`src/source/cpu_pkg.sv`:
```
//##########################################################################
// Processor shared types and constants
//##########################################################################

package cpu_pkg;

  localparam int WORD_W        = 12;             // Data and address width
  localparam int PAGE_OFFSET_W = 7;              // Offset bits within one page

  typedef logic [WORD_W-1:0] word_t;

  localparam word_t HALT_INSTR = 12'o7402;       // Operate group halt

  // Major opcode in ir[11:9]
  typedef enum logic [2:0] {
    OP_AND = 3'o0,
    OP_TAD = 3'o1,
    OP_ISZ = 3'o2,
    OP_DCA = 3'o3,
    OP_JMS = 3'o4,
    OP_JMP = 3'o5,
    OP_IOT = 3'o6,
    OP_OPR = 3'o7
  } opcode_e;

  typedef enum logic [4:0] {
    IDLE, FETCH_ADDR, FETCH_READ, FETCH_LOAD,
    CALC_EA, IND_ADDR, IND_READ, DECODE,
    AND_1, AND_2, AND_3,
    TAD_1, TAD_2, TAD_3,
    ISZ_1, ISZ_2, ISZ_3, ISZ_4, ISZ_5, ISZ_6,
    DCA_1, DCA_2, DCA_3,
    JMS_1, JMS_2, JMS_3,
    JMP_1,
    NOP_1,
    DEP_1, DEP_2, LD_PC_1,
    HALT
  } ctrl_state_e;

  typedef enum logic [1:0] {AC_NC, AC_AND, AC_TAD, AC_CLEAR} ac_op_e;

  typedef enum logic [2:0] {PC_NC, PC_INC, PC_SKIP, PC_JMP, PC_SW} pc_op_e;

  typedef enum logic [1:0] {EA_NC, EA_PAGE0, EA_CURPAGE, EA_IND} ea_op_e;

  typedef enum logic [1:0] {AD_NC, AD_PC, AD_EA} ad_sel_e;

  typedef enum logic [2:0] {WD_NC, WD_AC, WD_MB, WD_PCP1, WD_SW} wd_sel_e;

  // MB_RD captures read data only in a mem_done cycle
  typedef enum logic [1:0] {MB_RD, MB_INC, MB_NC} mb_op_e;

endpackage
```
`src/source/datapath_ctrl_if.sv`:
```
//##########################################################################
// Control to datapath select bundle
//##########################################################################
`timescale 1ns/100ps

interface datapath_ctrl_if;

  cpu_pkg::ac_op_e  ac_op;                       // Accumulator operation
  cpu_pkg::pc_op_e  pc_op;                       // Program counter operation
  cpu_pkg::ea_op_e  ea_op;                       // Effective address operation
  cpu_pkg::ad_sel_e ad_sel;                      // Memory address source
  cpu_pkg::wd_sel_e wd_sel;                      // Write data source
  cpu_pkg::mb_op_e  mb_op;                       // Memory buffer operation
  logic             ir_load;                     // Load ir from mb
  cpu_pkg::word_t   ir;                          // Current instruction
  logic             mb_zero;                     // mb equals zero

  modport control (
    output ac_op, pc_op, ea_op, ad_sel, wd_sel, mb_op, ir_load,
    input  ir, mb_zero
  );

  modport acc (input ac_op);

  modport addr (input pc_op, ea_op, ad_sel);

  modport buffer (
    input  wd_sel, mb_op, ir_load,
    output ir, mb_zero
  );

endinterface

```
`src/source/cpu_top.sv`:
```
//##########################################################################
// Processor top level
//##########################################################################
`timescale 1ns/100ps

module cpu_top (
  input  logic           clock,
  input  logic           resetN,
  input  logic           run,
  input  logic           deposit,
  input  logic           load_pc,
  input  cpu_pkg::word_t switches,
  input  cpu_pkg::word_t mem_rdata,
  input  logic           mem_done,
  output logic           mem_read,
  output logic           mem_write,
  output cpu_pkg::word_t mem_addr,
  output cpu_pkg::word_t mem_wdata,
  output cpu_pkg::word_t ac,
  output logic           link,
  output logic           halt,
  output cpu_pkg::word_t pc
);

  cpu_pkg::word_t mb;                            // Memory buffer to the units

  datapath_ctrl_if ctl_if ();

  cpu_control u_control (
    .clock     (clock),
    .resetN    (resetN),
    .run       (run),
    .deposit   (deposit),
    .load_pc   (load_pc),
    .mem_done  (mem_done),
    .mem_read  (mem_read),
    .mem_write (mem_write),
    .halt      (halt),
    .ctl       (ctl_if.control)
  );

  accumulator_unit u_acc (
    .clock  (clock),
    .resetN (resetN),
    .ctl    (ctl_if.acc),
    .mb     (mb),
    .ac     (ac),
    .link   (link)
  );

  address_unit u_addr (
    .clock    (clock),
    .resetN   (resetN),
    .ctl      (ctl_if.addr),
    .ir       (ctl_if.ir),
    .mb       (mb),
    .switches (switches),
    .pc       (pc),
    .mem_addr (mem_addr)
  );

  memory_buffer_unit u_buffer (
    .clock     (clock),
    .resetN    (resetN),
    .ctl       (ctl_if.buffer),
    .mem_rdata (mem_rdata),
    .mem_done  (mem_done),
    .ac        (ac),
    .pc        (pc),
    .switches  (switches),
    .mb        (mb),
    .mem_wdata (mem_wdata)
  );

endmodule

```
`src/source/memory_buffer_unit.sv`:
```
//##########################################################################
// Memory buffer, instruction and write data
//##########################################################################
`timescale 1ns/100ps

module memory_buffer_unit (
  input  logic                clock,
  input  logic                resetN,
  datapath_ctrl_if.buffer     ctl,
  input  cpu_pkg::word_t      mem_rdata,
  input  logic                mem_done,
  input  cpu_pkg::word_t      ac,
  input  cpu_pkg::word_t      pc,
  input  cpu_pkg::word_t      switches,
  output cpu_pkg::word_t      mb,
  output cpu_pkg::word_t      mem_wdata
);

  cpu_pkg::word_t ir;

  assign ctl.ir      = ir;
  assign ctl.mb_zero = (mb == '0);

  always_ff @(posedge clock) begin
    if (ctl.mb_op == cpu_pkg::MB_RD && mem_done)
      mb <= mem_rdata;
    else if (ctl.mb_op == cpu_pkg::MB_INC)
      mb <= mb + 12'd1;                          // ISZ count step

    if (ctl.ir_load)
      ir <= mb;
  end

  always_ff @(posedge clock or negedge resetN) begin
    if (!resetN)
      mem_wdata <= '0;
    else begin
      case (ctl.wd_sel)
        cpu_pkg::WD_AC:   mem_wdata <= ac;
        cpu_pkg::WD_MB:   mem_wdata <= mb;
        cpu_pkg::WD_PCP1: mem_wdata <= pc + 12'd1;
        cpu_pkg::WD_SW:   mem_wdata <= switches;
        default: ;
      endcase
    end
  end

endmodule

```
`src/source/address_unit.sv`:
```
//##########################################################################
// Program counter and address registers
//##########################################################################
`timescale 1ns/100ps

module address_unit (
  input  logic                clock,
  input  logic                resetN,
  datapath_ctrl_if.addr       ctl,
  input  cpu_pkg::word_t      ir,
  input  cpu_pkg::word_t      mb,
  input  cpu_pkg::word_t      switches,
  output cpu_pkg::word_t      pc,
  output cpu_pkg::word_t      mem_addr
);

  localparam int PAGE_W = cpu_pkg::WORD_W - cpu_pkg::PAGE_OFFSET_W;

  cpu_pkg::word_t                      ea;       // Effective address
  logic [cpu_pkg::PAGE_OFFSET_W-1:0]   offset;

  assign offset = ir[cpu_pkg::PAGE_OFFSET_W-1:0];

  always_ff @(posedge clock) begin
    unique case (ctl.ea_op)
      cpu_pkg::EA_NC: ;
      cpu_pkg::EA_PAGE0:
        ea <= {{PAGE_W{1'b0}}, offset};
      cpu_pkg::EA_CURPAGE:
        ea <= {pc[cpu_pkg::WORD_W-1:cpu_pkg::PAGE_OFFSET_W], offset};
      cpu_pkg::EA_IND:
        ea <= mb;                                // Pointer read from memory
    endcase
  end

  always_ff @(posedge clock or negedge resetN) begin
    if (!resetN) begin
      pc       <= '0;
      mem_addr <= '0;
    end
    else begin
      case (ctl.pc_op)
        cpu_pkg::PC_INC:
          pc <= pc + 12'd1;
        cpu_pkg::PC_SKIP:
          pc <= pc + 12'd2;
        cpu_pkg::PC_JMP:
          pc <= ea;
        cpu_pkg::PC_SW:
          pc <= switches;
        default: ;
      endcase

      case (ctl.ad_sel)
        cpu_pkg::AD_PC:
          mem_addr <= pc;
        cpu_pkg::AD_EA:
          mem_addr <= ea;
        default: ;
      endcase
    end
  end

endmodule

```
`src/source/accumulator_unit.sv`:
```
//##########################################################################
// Accumulator and link
//##########################################################################
`timescale 1ns/100ps

module accumulator_unit (
  input  logic                clock,
  input  logic                resetN,
  datapath_ctrl_if.acc        ctl,
  input  cpu_pkg::word_t      mb,
  output cpu_pkg::word_t      ac,
  output logic                link
);

  cpu_pkg::word_t sum;
  logic           carry;                         // Carry out of bit 11

  assign {carry, sum} = {1'b0, ac} + {1'b0, mb};

  always_ff @(posedge clock or negedge resetN) begin
    if (!resetN) begin
      ac   <= '0;
      link <= 1'b0;
    end
    else begin
      unique case (ctl.ac_op)
        cpu_pkg::AC_NC: ;
        cpu_pkg::AC_AND:
          ac <= ac & mb;
        cpu_pkg::AC_TAD: begin
          ac   <= sum;
          link <= link ^ carry;                  // Carry complements link
        end
        cpu_pkg::AC_CLEAR:
          ac <= '0;
      endcase
    end
  end

endmodule

```
`src/source/cpu_control.sv`:
```
//##########################################################################
// Instruction sequencing FSM
//##########################################################################
`timescale 1ns/100ps

module cpu_control (
  input  logic             clock,
  input  logic             resetN,
  input  logic             run,
  input  logic             deposit,
  input  logic             load_pc,
  input  logic             mem_done,
  output logic             mem_read,
  output logic             mem_write,
  output logic             halt,
  datapath_ctrl_if.control ctl
);

  cpu_pkg::ctrl_state_e state;
  cpu_pkg::ctrl_state_e next_state;
  cpu_pkg::opcode_e     opcode;
  logic                 mem_ref;                 // Opcodes 0 to 5 address memory

  assign opcode  = cpu_pkg::opcode_e'(ctl.ir[11:9]);
  assign mem_ref = (opcode != cpu_pkg::OP_IOT) && (opcode != cpu_pkg::OP_OPR);

  always_ff @(posedge clock or negedge resetN) begin
    if (!resetN)
      state <= cpu_pkg::IDLE;
    else
      state <= next_state;
  end

  // Next state and Moore outputs
  always_comb begin
    next_state  = state;
    ctl.ac_op   = cpu_pkg::AC_NC;
    ctl.pc_op   = cpu_pkg::PC_NC;
    ctl.ea_op   = cpu_pkg::EA_NC;
    ctl.ad_sel  = cpu_pkg::AD_NC;
    ctl.wd_sel  = cpu_pkg::WD_NC;
    ctl.mb_op   = cpu_pkg::MB_RD;
    ctl.ir_load = 1'b0;
    mem_read    = 1'b0;
    mem_write   = 1'b0;
    halt        = 1'b0;
    unique case (state)
      cpu_pkg::IDLE: begin
        if (run)
          next_state = cpu_pkg::FETCH_ADDR;
        else if (load_pc)
          next_state = cpu_pkg::LD_PC_1;
        else if (deposit)
          next_state = cpu_pkg::DEP_1;
      end
      cpu_pkg::FETCH_ADDR: begin
        ctl.ad_sel = cpu_pkg::AD_PC;
        next_state = cpu_pkg::FETCH_READ;
      end
      cpu_pkg::FETCH_READ: begin
        mem_read = 1'b1;
        if (mem_done)
          next_state = cpu_pkg::FETCH_LOAD;
      end
      cpu_pkg::FETCH_LOAD: begin
        ctl.ir_load = 1'b1;
        next_state  = cpu_pkg::CALC_EA;
      end
      cpu_pkg::CALC_EA: begin
        ctl.ea_op  = ctl.ir[7] ? cpu_pkg::EA_CURPAGE : cpu_pkg::EA_PAGE0;
        next_state = (ctl.ir[8] && mem_ref) ? cpu_pkg::IND_ADDR : cpu_pkg::DECODE;
      end
      cpu_pkg::IND_ADDR: begin
        ctl.ad_sel = cpu_pkg::AD_EA;
        next_state = cpu_pkg::IND_READ;
      end
      cpu_pkg::IND_READ: begin
        mem_read = 1'b1;                         // Pointer lands in mb
        if (mem_done)
          next_state = cpu_pkg::DECODE;
      end
      cpu_pkg::DECODE: begin
        if (ctl.ir[8] && mem_ref)
          ctl.ea_op = cpu_pkg::EA_IND;           // Pointer becomes the operand address
        if (ctl.ir == cpu_pkg::HALT_INSTR)
          next_state = cpu_pkg::HALT;
        else begin
          unique case (opcode)
            cpu_pkg::OP_AND: next_state = cpu_pkg::AND_1;
            cpu_pkg::OP_TAD: next_state = cpu_pkg::TAD_1;
            cpu_pkg::OP_ISZ: next_state = cpu_pkg::ISZ_1;
            cpu_pkg::OP_DCA: next_state = cpu_pkg::DCA_1;
            cpu_pkg::OP_JMS: next_state = cpu_pkg::JMS_1;
            cpu_pkg::OP_JMP: next_state = cpu_pkg::JMP_1;
            cpu_pkg::OP_IOT,
            cpu_pkg::OP_OPR: next_state = cpu_pkg::NOP_1;
          endcase
        end
      end
      cpu_pkg::AND_1, cpu_pkg::TAD_1, cpu_pkg::ISZ_1: begin
        ctl.ad_sel = cpu_pkg::AD_EA;
        next_state = cpu_pkg::ctrl_state_e'(state + 5'd1);
      end
      cpu_pkg::AND_2, cpu_pkg::TAD_2, cpu_pkg::ISZ_2: begin
        mem_read = 1'b1;
        if (mem_done)
          next_state = cpu_pkg::ctrl_state_e'(state + 5'd1);
      end
      cpu_pkg::AND_3: begin
        ctl.ac_op  = cpu_pkg::AC_AND;
        ctl.pc_op  = cpu_pkg::PC_INC;
        next_state = cpu_pkg::IDLE;
      end
      cpu_pkg::TAD_3: begin
        ctl.ac_op  = cpu_pkg::AC_TAD;
        ctl.pc_op  = cpu_pkg::PC_INC;
        next_state = cpu_pkg::IDLE;
      end
      cpu_pkg::ISZ_3: begin
        ctl.mb_op  = cpu_pkg::MB_INC;
        next_state = cpu_pkg::ISZ_4;
      end
      cpu_pkg::ISZ_4: begin
        ctl.mb_op  = cpu_pkg::MB_NC;
        ctl.wd_sel = cpu_pkg::WD_MB;
        next_state = cpu_pkg::ISZ_5;
      end
      cpu_pkg::ISZ_5: begin
        ctl.mb_op = cpu_pkg::MB_NC;              // Keep the count across the write
        mem_write = 1'b1;
        if (mem_done)
          next_state = cpu_pkg::ISZ_6;
      end
      cpu_pkg::ISZ_6: begin
        ctl.pc_op  = ctl.mb_zero ? cpu_pkg::PC_SKIP : cpu_pkg::PC_INC;
        next_state = cpu_pkg::IDLE;
      end
      cpu_pkg::DCA_1: begin
        ctl.ad_sel = cpu_pkg::AD_EA;
        ctl.wd_sel = cpu_pkg::WD_AC;
        next_state = cpu_pkg::DCA_2;
      end
      cpu_pkg::DCA_2: begin
        mem_write = 1'b1;
        if (mem_done)
          next_state = cpu_pkg::DCA_3;
      end
      cpu_pkg::DCA_3: begin
        ctl.ac_op  = cpu_pkg::AC_CLEAR;
        ctl.pc_op  = cpu_pkg::PC_INC;
        next_state = cpu_pkg::IDLE;
      end
      cpu_pkg::JMS_1: begin
        ctl.ad_sel = cpu_pkg::AD_EA;
        ctl.wd_sel = cpu_pkg::WD_PCP1;           // Return address
        next_state = cpu_pkg::JMS_2;
      end
      cpu_pkg::JMS_2: begin
        mem_write = 1'b1;
        ctl.pc_op = cpu_pkg::PC_JMP;
        if (mem_done)
          next_state = cpu_pkg::JMS_3;
      end
      cpu_pkg::JMS_3: begin
        ctl.pc_op  = cpu_pkg::PC_INC;            // Enter past the stored link
        next_state = cpu_pkg::IDLE;
      end
      cpu_pkg::JMP_1: begin
        ctl.pc_op  = cpu_pkg::PC_JMP;
        next_state = cpu_pkg::IDLE;
      end
      cpu_pkg::NOP_1: begin
        ctl.pc_op  = cpu_pkg::PC_INC;
        next_state = cpu_pkg::IDLE;
      end
      cpu_pkg::DEP_1: begin
        ctl.ad_sel = cpu_pkg::AD_PC;
        ctl.wd_sel = cpu_pkg::WD_SW;
        next_state = cpu_pkg::DEP_2;
      end
      cpu_pkg::DEP_2: begin
        mem_write = 1'b1;
        if (mem_done) begin
          ctl.pc_op  = cpu_pkg::PC_INC;          // Step pc on the write's last edge
          next_state = cpu_pkg::IDLE;
        end
      end
      cpu_pkg::LD_PC_1: begin
        ctl.pc_op  = cpu_pkg::PC_SW;
        next_state = cpu_pkg::IDLE;
      end
      cpu_pkg::HALT: begin
        halt       = 1'b1;
        next_state = cpu_pkg::IDLE;
      end
    endcase
  end

endmodule

```
`config.mk`:
```
export PLATFORM = sky130hd
export DESIGN_NAME = cpu_top
export DESIGN_NICKNAME = d
export VERILOG_FILES = /design/src/source/cpu_pkg.sv /design/src/source/datapath_ctrl_if.sv /design/src/source/cpu_top.sv /design/src/source/memory_buffer_unit.sv /design/src/source/address_unit.sv /design/src/source/accumulator_unit.sv /design/src/source/cpu_control.sv
export SDC_FILE = /design/constraint.sdc
export NUM_CORES = 1
export LEC_CHECK = 0
export BUFFER_PORTS_ARGS = -buffer_cell sky130_fd_sc_hd__buf_4
export CORE_AREA = 4 4 125 127
export CTS_CLUSTER_DIAMETER = 60
export CTS_CLUSTER_SIZE = 30
export DETAILED_ROUTE_END_ITERATION = 7
export DIE_AREA = 0 0 129 131
export SLEW_MARGIN = 10
export SYNTH_ARGS = -nofsm -noshare
export SYNTH_HDL_FRONTEND = slang
export SYNTH_SLANG_ARGS = --single-unit
export TNS_END_PERCENT = 50
```
`constraint.sdc`:
```
create_clock -name clock -period 5.6 [get_ports clock]
set_input_delay 0.56 -clock clock [delete_from_list [all_inputs] [get_ports clock]]
set_output_delay 0.56 -clock clock [all_outputs]
set_load 0.005 [all_outputs]
```
==> impl_summary.md <==
Timing
The number of pins with negative max-slew slack in the final report is 0. After layout, the worst setup slack is between 2000 and 2500 ps. The setup TNS after final layout is 0 ps. The number of failing hold endpoints at the final stage is 0. Between clock sinks in the finished design, the worst skew comes to ~8.5 ps. The final-report setup violation count is 0. The maximum achievable frequency is ~320 MHz.

Setup repair after global routing left no endpoint under its margin. Headroom to the max-slew limit came out at a little over a fifth. The ratio of final minimum period to clock period is 55.6%. The worst-margin pin slew is ~1200 ps. The shortest clock period the worst path allows after layout is between 3000 and 4000 ps.

Setup path
The endpoint arrival time on the critical path is between 3000 and 4000 ps. The kind of capture point of the worst setup path is a flop. The buffers plus inverters on the worst setup path is 1. In this run the register-to-register setup slack is around 2500 ps. Of all nets on the critical path, the largest fanout is 15. The type of the setup path with the least slack is flop to flop.

STA classifies the critical path startpoint as a flop. Walking the worst path, the cells encountered are ha_1, nand2b_1, nor3_2, mux2i_1, inv_1, ha_1, nand2b_1. The slowest stage of the critical path belongs to the cell sky130_fd_sc_hd__nor3_2.

The kind of cell with the highest combined delay along the critical path is simple AND/OR/NAND/NOR gates. At the worst endpoint, the required time is between 5000 and 6000 ps. The stage delay of the slowest cell on the critical path is around 820 ps.

Layout
The share of final-layout standard cells stronger than drive strength 1 is around 16%. The count of placed standard cells in the final layout, fillers left out is approximately 940. Fill cells in the final layout number between 1000 and 1500. The final net count is 810.

The number of antenna diodes in the final layout is 0. The relative area change from synthesis to final layout is 13.4%.

Power
In this run the static leakage power is 2.97 nW. Summing internal, switching and leakage power gives around 0.0044 W. The internal portion of the total power is around 0.0024 W.

The power density normalized to cell area is approximately 600 nW/um^2. The peak supply drop is between 0.3 and 0.4 mV. The switching power is around 0.002 W.

The combinational share of power is approximately 52%. Net switching is 45.5% of the power. Registers are responsible for roughly 35% of the overall power.

The clock network burns approximately an eighth of the power.

Floorplanning
The floorplan step defined a die boundary enclosing around 17000 sq um. The starting density of the core is about 44%. The floorplan step defined a core boundary enclosing 14400 sq um.

The die extent in y is ~130 um. The count of boundary I/O pins is ~80. Measured along the x axis, the die boundary spans around 130 um. The initialized floorplan defines 44 standard-cell rows.

Synth
The fraction of the mapped netlist area in compound gates is roughly 22%. In the synthesized netlist the dominant register cell turns out to be sky130_fd_sc_hd__dfrtp_1. In the synthesized netlist the async set-or-reset flop fraction comes to between 50% and 60%.

Synthesis produced a netlist whose cell count is about 700. The mean instance size in the synthesized netlist is 9.14 sq um. Ranked by total cell area, the synthesized netlist is headed by sky130_fd_sc_hd__dfrtp_1, sky130_fd_sc_hd__edfxtp_1, sky130_fd_sc_hd__ha_1.

After Yosys synthesis, XOR and XNOR cells account for 4.51% of the synthesized area. The portion of netlist area occupied by mux cells is approximately 4.3%. The combined area of all synthesized cells is 6400 sq um. The dominant combinational cell family by area after synthesis is compound AO/OA/AOI/OAI gates. The biggest area contributor in the post-synthesis netlist is sky130_fd_sc_hd__dfrtp_1. The number of nets in the synthesized netlist is approximately 760.

The post-synthesis adder-cell area fraction is under 10%. The count of flip-flops with a built-in enable after synthesis is 36. The share of the synthesized area in the top cell type is between 20% and 30%. The share of synthesized area occupied by flip-flops and latches is 39.5%.

After Yosys synthesis, and, or, nand and nor cells account for approximately 18% of the synthesized area. The count of synthesis-stage warnings from yosys is 0. Counting distinct cell types in the post-synthesis netlist gives 76. The number of synthesized register bits is 95.

Clocking
CTS saw 95 sinks. The insertion delay to the later sink of the worst-skew pair is roughly 350 ps. After clock tree synthesis, the flow added hold-fix buffers numbering 0. TritonCTS built the clock tree. The clock transition time at the flip-flop clock pins of the worst setup and hold paths is roughly 60 ps.

The maximum level of the CTS H-tree is 3. The number of instances resized during post-cts repair is 0. The setup fix buffers added after clock tree synthesis is 0. Clock tree synthesis inserted a total of 9 buffers. The root buffer cell chosen for the clock tree is sky130_fd_sc_hd__clkbuf_16.

The maximum clock insertion buffer count is 2.

GRT
The total global routing overflow is 0. The first global-routing pass estimated between 20000 and 30000 um of wire. The global routing stage identified its most utilized layer as met2.

Across every metal layer, demand over resource in global routing totals between 20 and 25%. The fraction of met1 tracks used by global routing is 31.9%. The met2 routing resource usage after global routing is 36.0%. Entering global routing, the biggest net connects between 50 and 60 pins. The number of global-route vias before repair came to ~5300. The number of antenna violations at the first check in global routing came to 0. Global routing consumed, on the met3 layer, 2.97% of the routing resources.

Placement
The worst slack at placement is approximately 2500 ps. The number of I/O port buffers is just over 80. The weighted congestion at the end of routability-driven global placement is around 0.87. The post-placement cell count is 923.

After legalization and detailed placement, the total HPWL measured between 10000 and 15000 um.

Job
Across the run, the number of max-cap violations was 0.

Routing
Using the TritonRoute via totals, the vias-per-cell ratio works out to about 6.0. The residual antenna-violating net count after detailed routing is 0. For this run, the detailed router's first-pass iteration total came to 8. For this run, design rule violations remaining after detail routing come to 0. The routed via count is 5650. After detailed routing, the average wire length per cell comes to ~20 um. The routed design has 18800 um of wire.

The violation count after the first detailed-routing iteration is slightly above 600.

Run status
The flow ran to the end, and the final reports show no timing, DRC or antenna violations.

Worst hold path
In this run the worst hold path is classified as input port to async pin.
## Yosys cell counts (6+ instances only)
| cell type | instances |
|---|---|
| sky130_fd_sc_hd__a222oi_1 | 10 |
| sky130_fd_sc_hd__a31oi_1 | 6 |
| sky130_fd_sc_hd__nor2b_1 | 9 |
| sky130_fd_sc_hd__buf_2 | 16 |
| sky130_fd_sc_hd__a22oi_1 | 9 |
| sky130_fd_sc_hd__a21o_1 | 8 |
| sky130_fd_sc_hd__edfxtp_1 | 36 |
| sky130_fd_sc_hd__nor2_1 | 51 |
| sky130_fd_sc_hd__nand3_1 | 18 |
| sky130_fd_sc_hd__nand4_1 | 12 |
| sky130_fd_sc_hd__inv_1 | 20 |
| sky130_fd_sc_hd__dfrtp_1 | 54 |
| sky130_fd_sc_hd__o21ai_1 | 20 |
| sky130_fd_sc_hd__nor3_1 | 12 |
| sky130_fd_sc_hd__a211oi_1 | 12 |
| sky130_fd_sc_hd__xor2_1 | 11 |
| sky130_fd_sc_hd__xnor2_1 | 22 |
| sky130_fd_sc_hd__mux2i_1 | 16 |
| sky130_fd_sc_hd__mux2_2 | 10 |
| sky130_fd_sc_hd__a221oi_1 | 8 |
| sky130_fd_sc_hd__buf_6 | 9 |
| sky130_fd_sc_hd__nand2b_1 | 6 |
| sky130_fd_sc_hd__o21ai_0 | 64 |
| sky130_fd_sc_hd__nand2_1 | 83 |
| sky130_fd_sc_hd__clkbuf_1 | 17 |
| sky130_fd_sc_hd__ha_1 | 29 |
| sky130_fd_sc_hd__a21oi_1 | 45 |
## power groups by stage
stage	sequential [W]	combinational, W	clock [W]
after floorplan	0.00125	0.00180	0
after global placement	0.00151	0.00225	0
after detailed placement	0.00152	0.00228	0
after CTS	0.00151	0.00230	0.000588
after global routing	0.00155	0.00258	0.000617
final	0.00152	0.00229	0.000577
## stage by stage
stage               cell area (sq um)  hold WS (ps)  utilization (%)
floorplan                        6400           264                -
global placement                 6990           466             48.5
detailed placement               6990           477             48.5
CTS                              7270           306             50.4
global route                     7270           350             50.4
finish                           7270           284             50.4
## cell families after synthesis
| family | after synthesis |
|---|---|
| AND/OR/NAND/NOR | 231 |
| AO/OA/AOI/OAI | 221 |
| flip-flops | 95 |
| buffers and inverters | 65 |
| XOR/XNOR | 33 |
| adder cells (fa/ha/maj) | 30 |
| multiplexers | 26 |
## flip-flops by register name, indices dropped and copies added (netlist names), named ones only
register	flops
u_acc.link	1
u_control.state	5
u_addr.pc	12
u_addr.mem_addr	12
u_addr.ea	12
u_buffer.mem_wdata	12
u_buffer.ctl.ir	12
u_buffer.mb	12
u_acc.ac	12
## area by class of cell
class	count	area, sq um	area share [%]
multi-input combinational	541	3530	48.6
sequential	95	2530	34.9
timing repair buffer	83	623	8.58
tap	184	230	3.17
clock buffer	9	225	3.10
inverter	20	75.1	1.03
clock inverter	7	46.3	0.637
## worst reg2reg max path, cell delays in order, from the launching register on
cell	delay (ps)
sky130_fd_sc_hd__dfrtp_1	460
sky130_fd_sc_hd__ha_1	500
sky130_fd_sc_hd__nand2b_1	180
sky130_fd_sc_hd__nor3_2	820
sky130_fd_sc_hd__mux2i_1	560
sky130_fd_sc_hd__inv_1	130
sky130_fd_sc_hd__ha_1	210
sky130_fd_sc_hd__nand2b_1	130
## worst paths after layout
kind,from,to,cells past startpoint
hold / removal,resetN,u_addr.mem_addr[9]$_DFFE_PN0P_,1
setup / recovery,u_control.state[0]$_DFFE_PN0P_,flop,7
hold reg to reg,u_addr.mem_addr[6]$_DFFE_PN0P_,u_addr.mem_addr[6]$_DFFE_PN0P_,2
setup reg to reg,u_control.state[0]$_DFFE_PN0P_,flop,7
min in group clock,u_addr.mem_addr[6]$_DFFE_PN0P_,u_addr.mem_addr[6]$_DFFE_PN0P_,2
max in group asynchronous,resetN,u_acc.ac[9]$_DFFE_PN0P_,1
## cells in the final DEF, fill, tap and decap left out, drive strengths merged, types with 8 or more instances in the layout
master  count
xnor2      22
xor2       11
a221oi      8
nor2b       9
buf        83
nand3      18
ha         29
o21ai      85
nand4      13
nor3       13
inv        22
clkbuf      9
a222oi     10
a21oi      45
edfxtp     36
nor2       51
a21o        8
nand2      83
dfrtp      54
mux2i      16
mux2       10
a22oi       9
a211oi     12
## metal layers
metal | wire length (um) | vias up | share of wire (%)
li1 | - | 2703 | -
met1 | 8380 | 2701 | 45
met2 | 8990 | 223 | 48
met3 | 1200 | 23 | 6.4
met4 | 242 | 0 | 1.3
met5 | 0 | - | 0
Power figures use the tool's default switching activity.
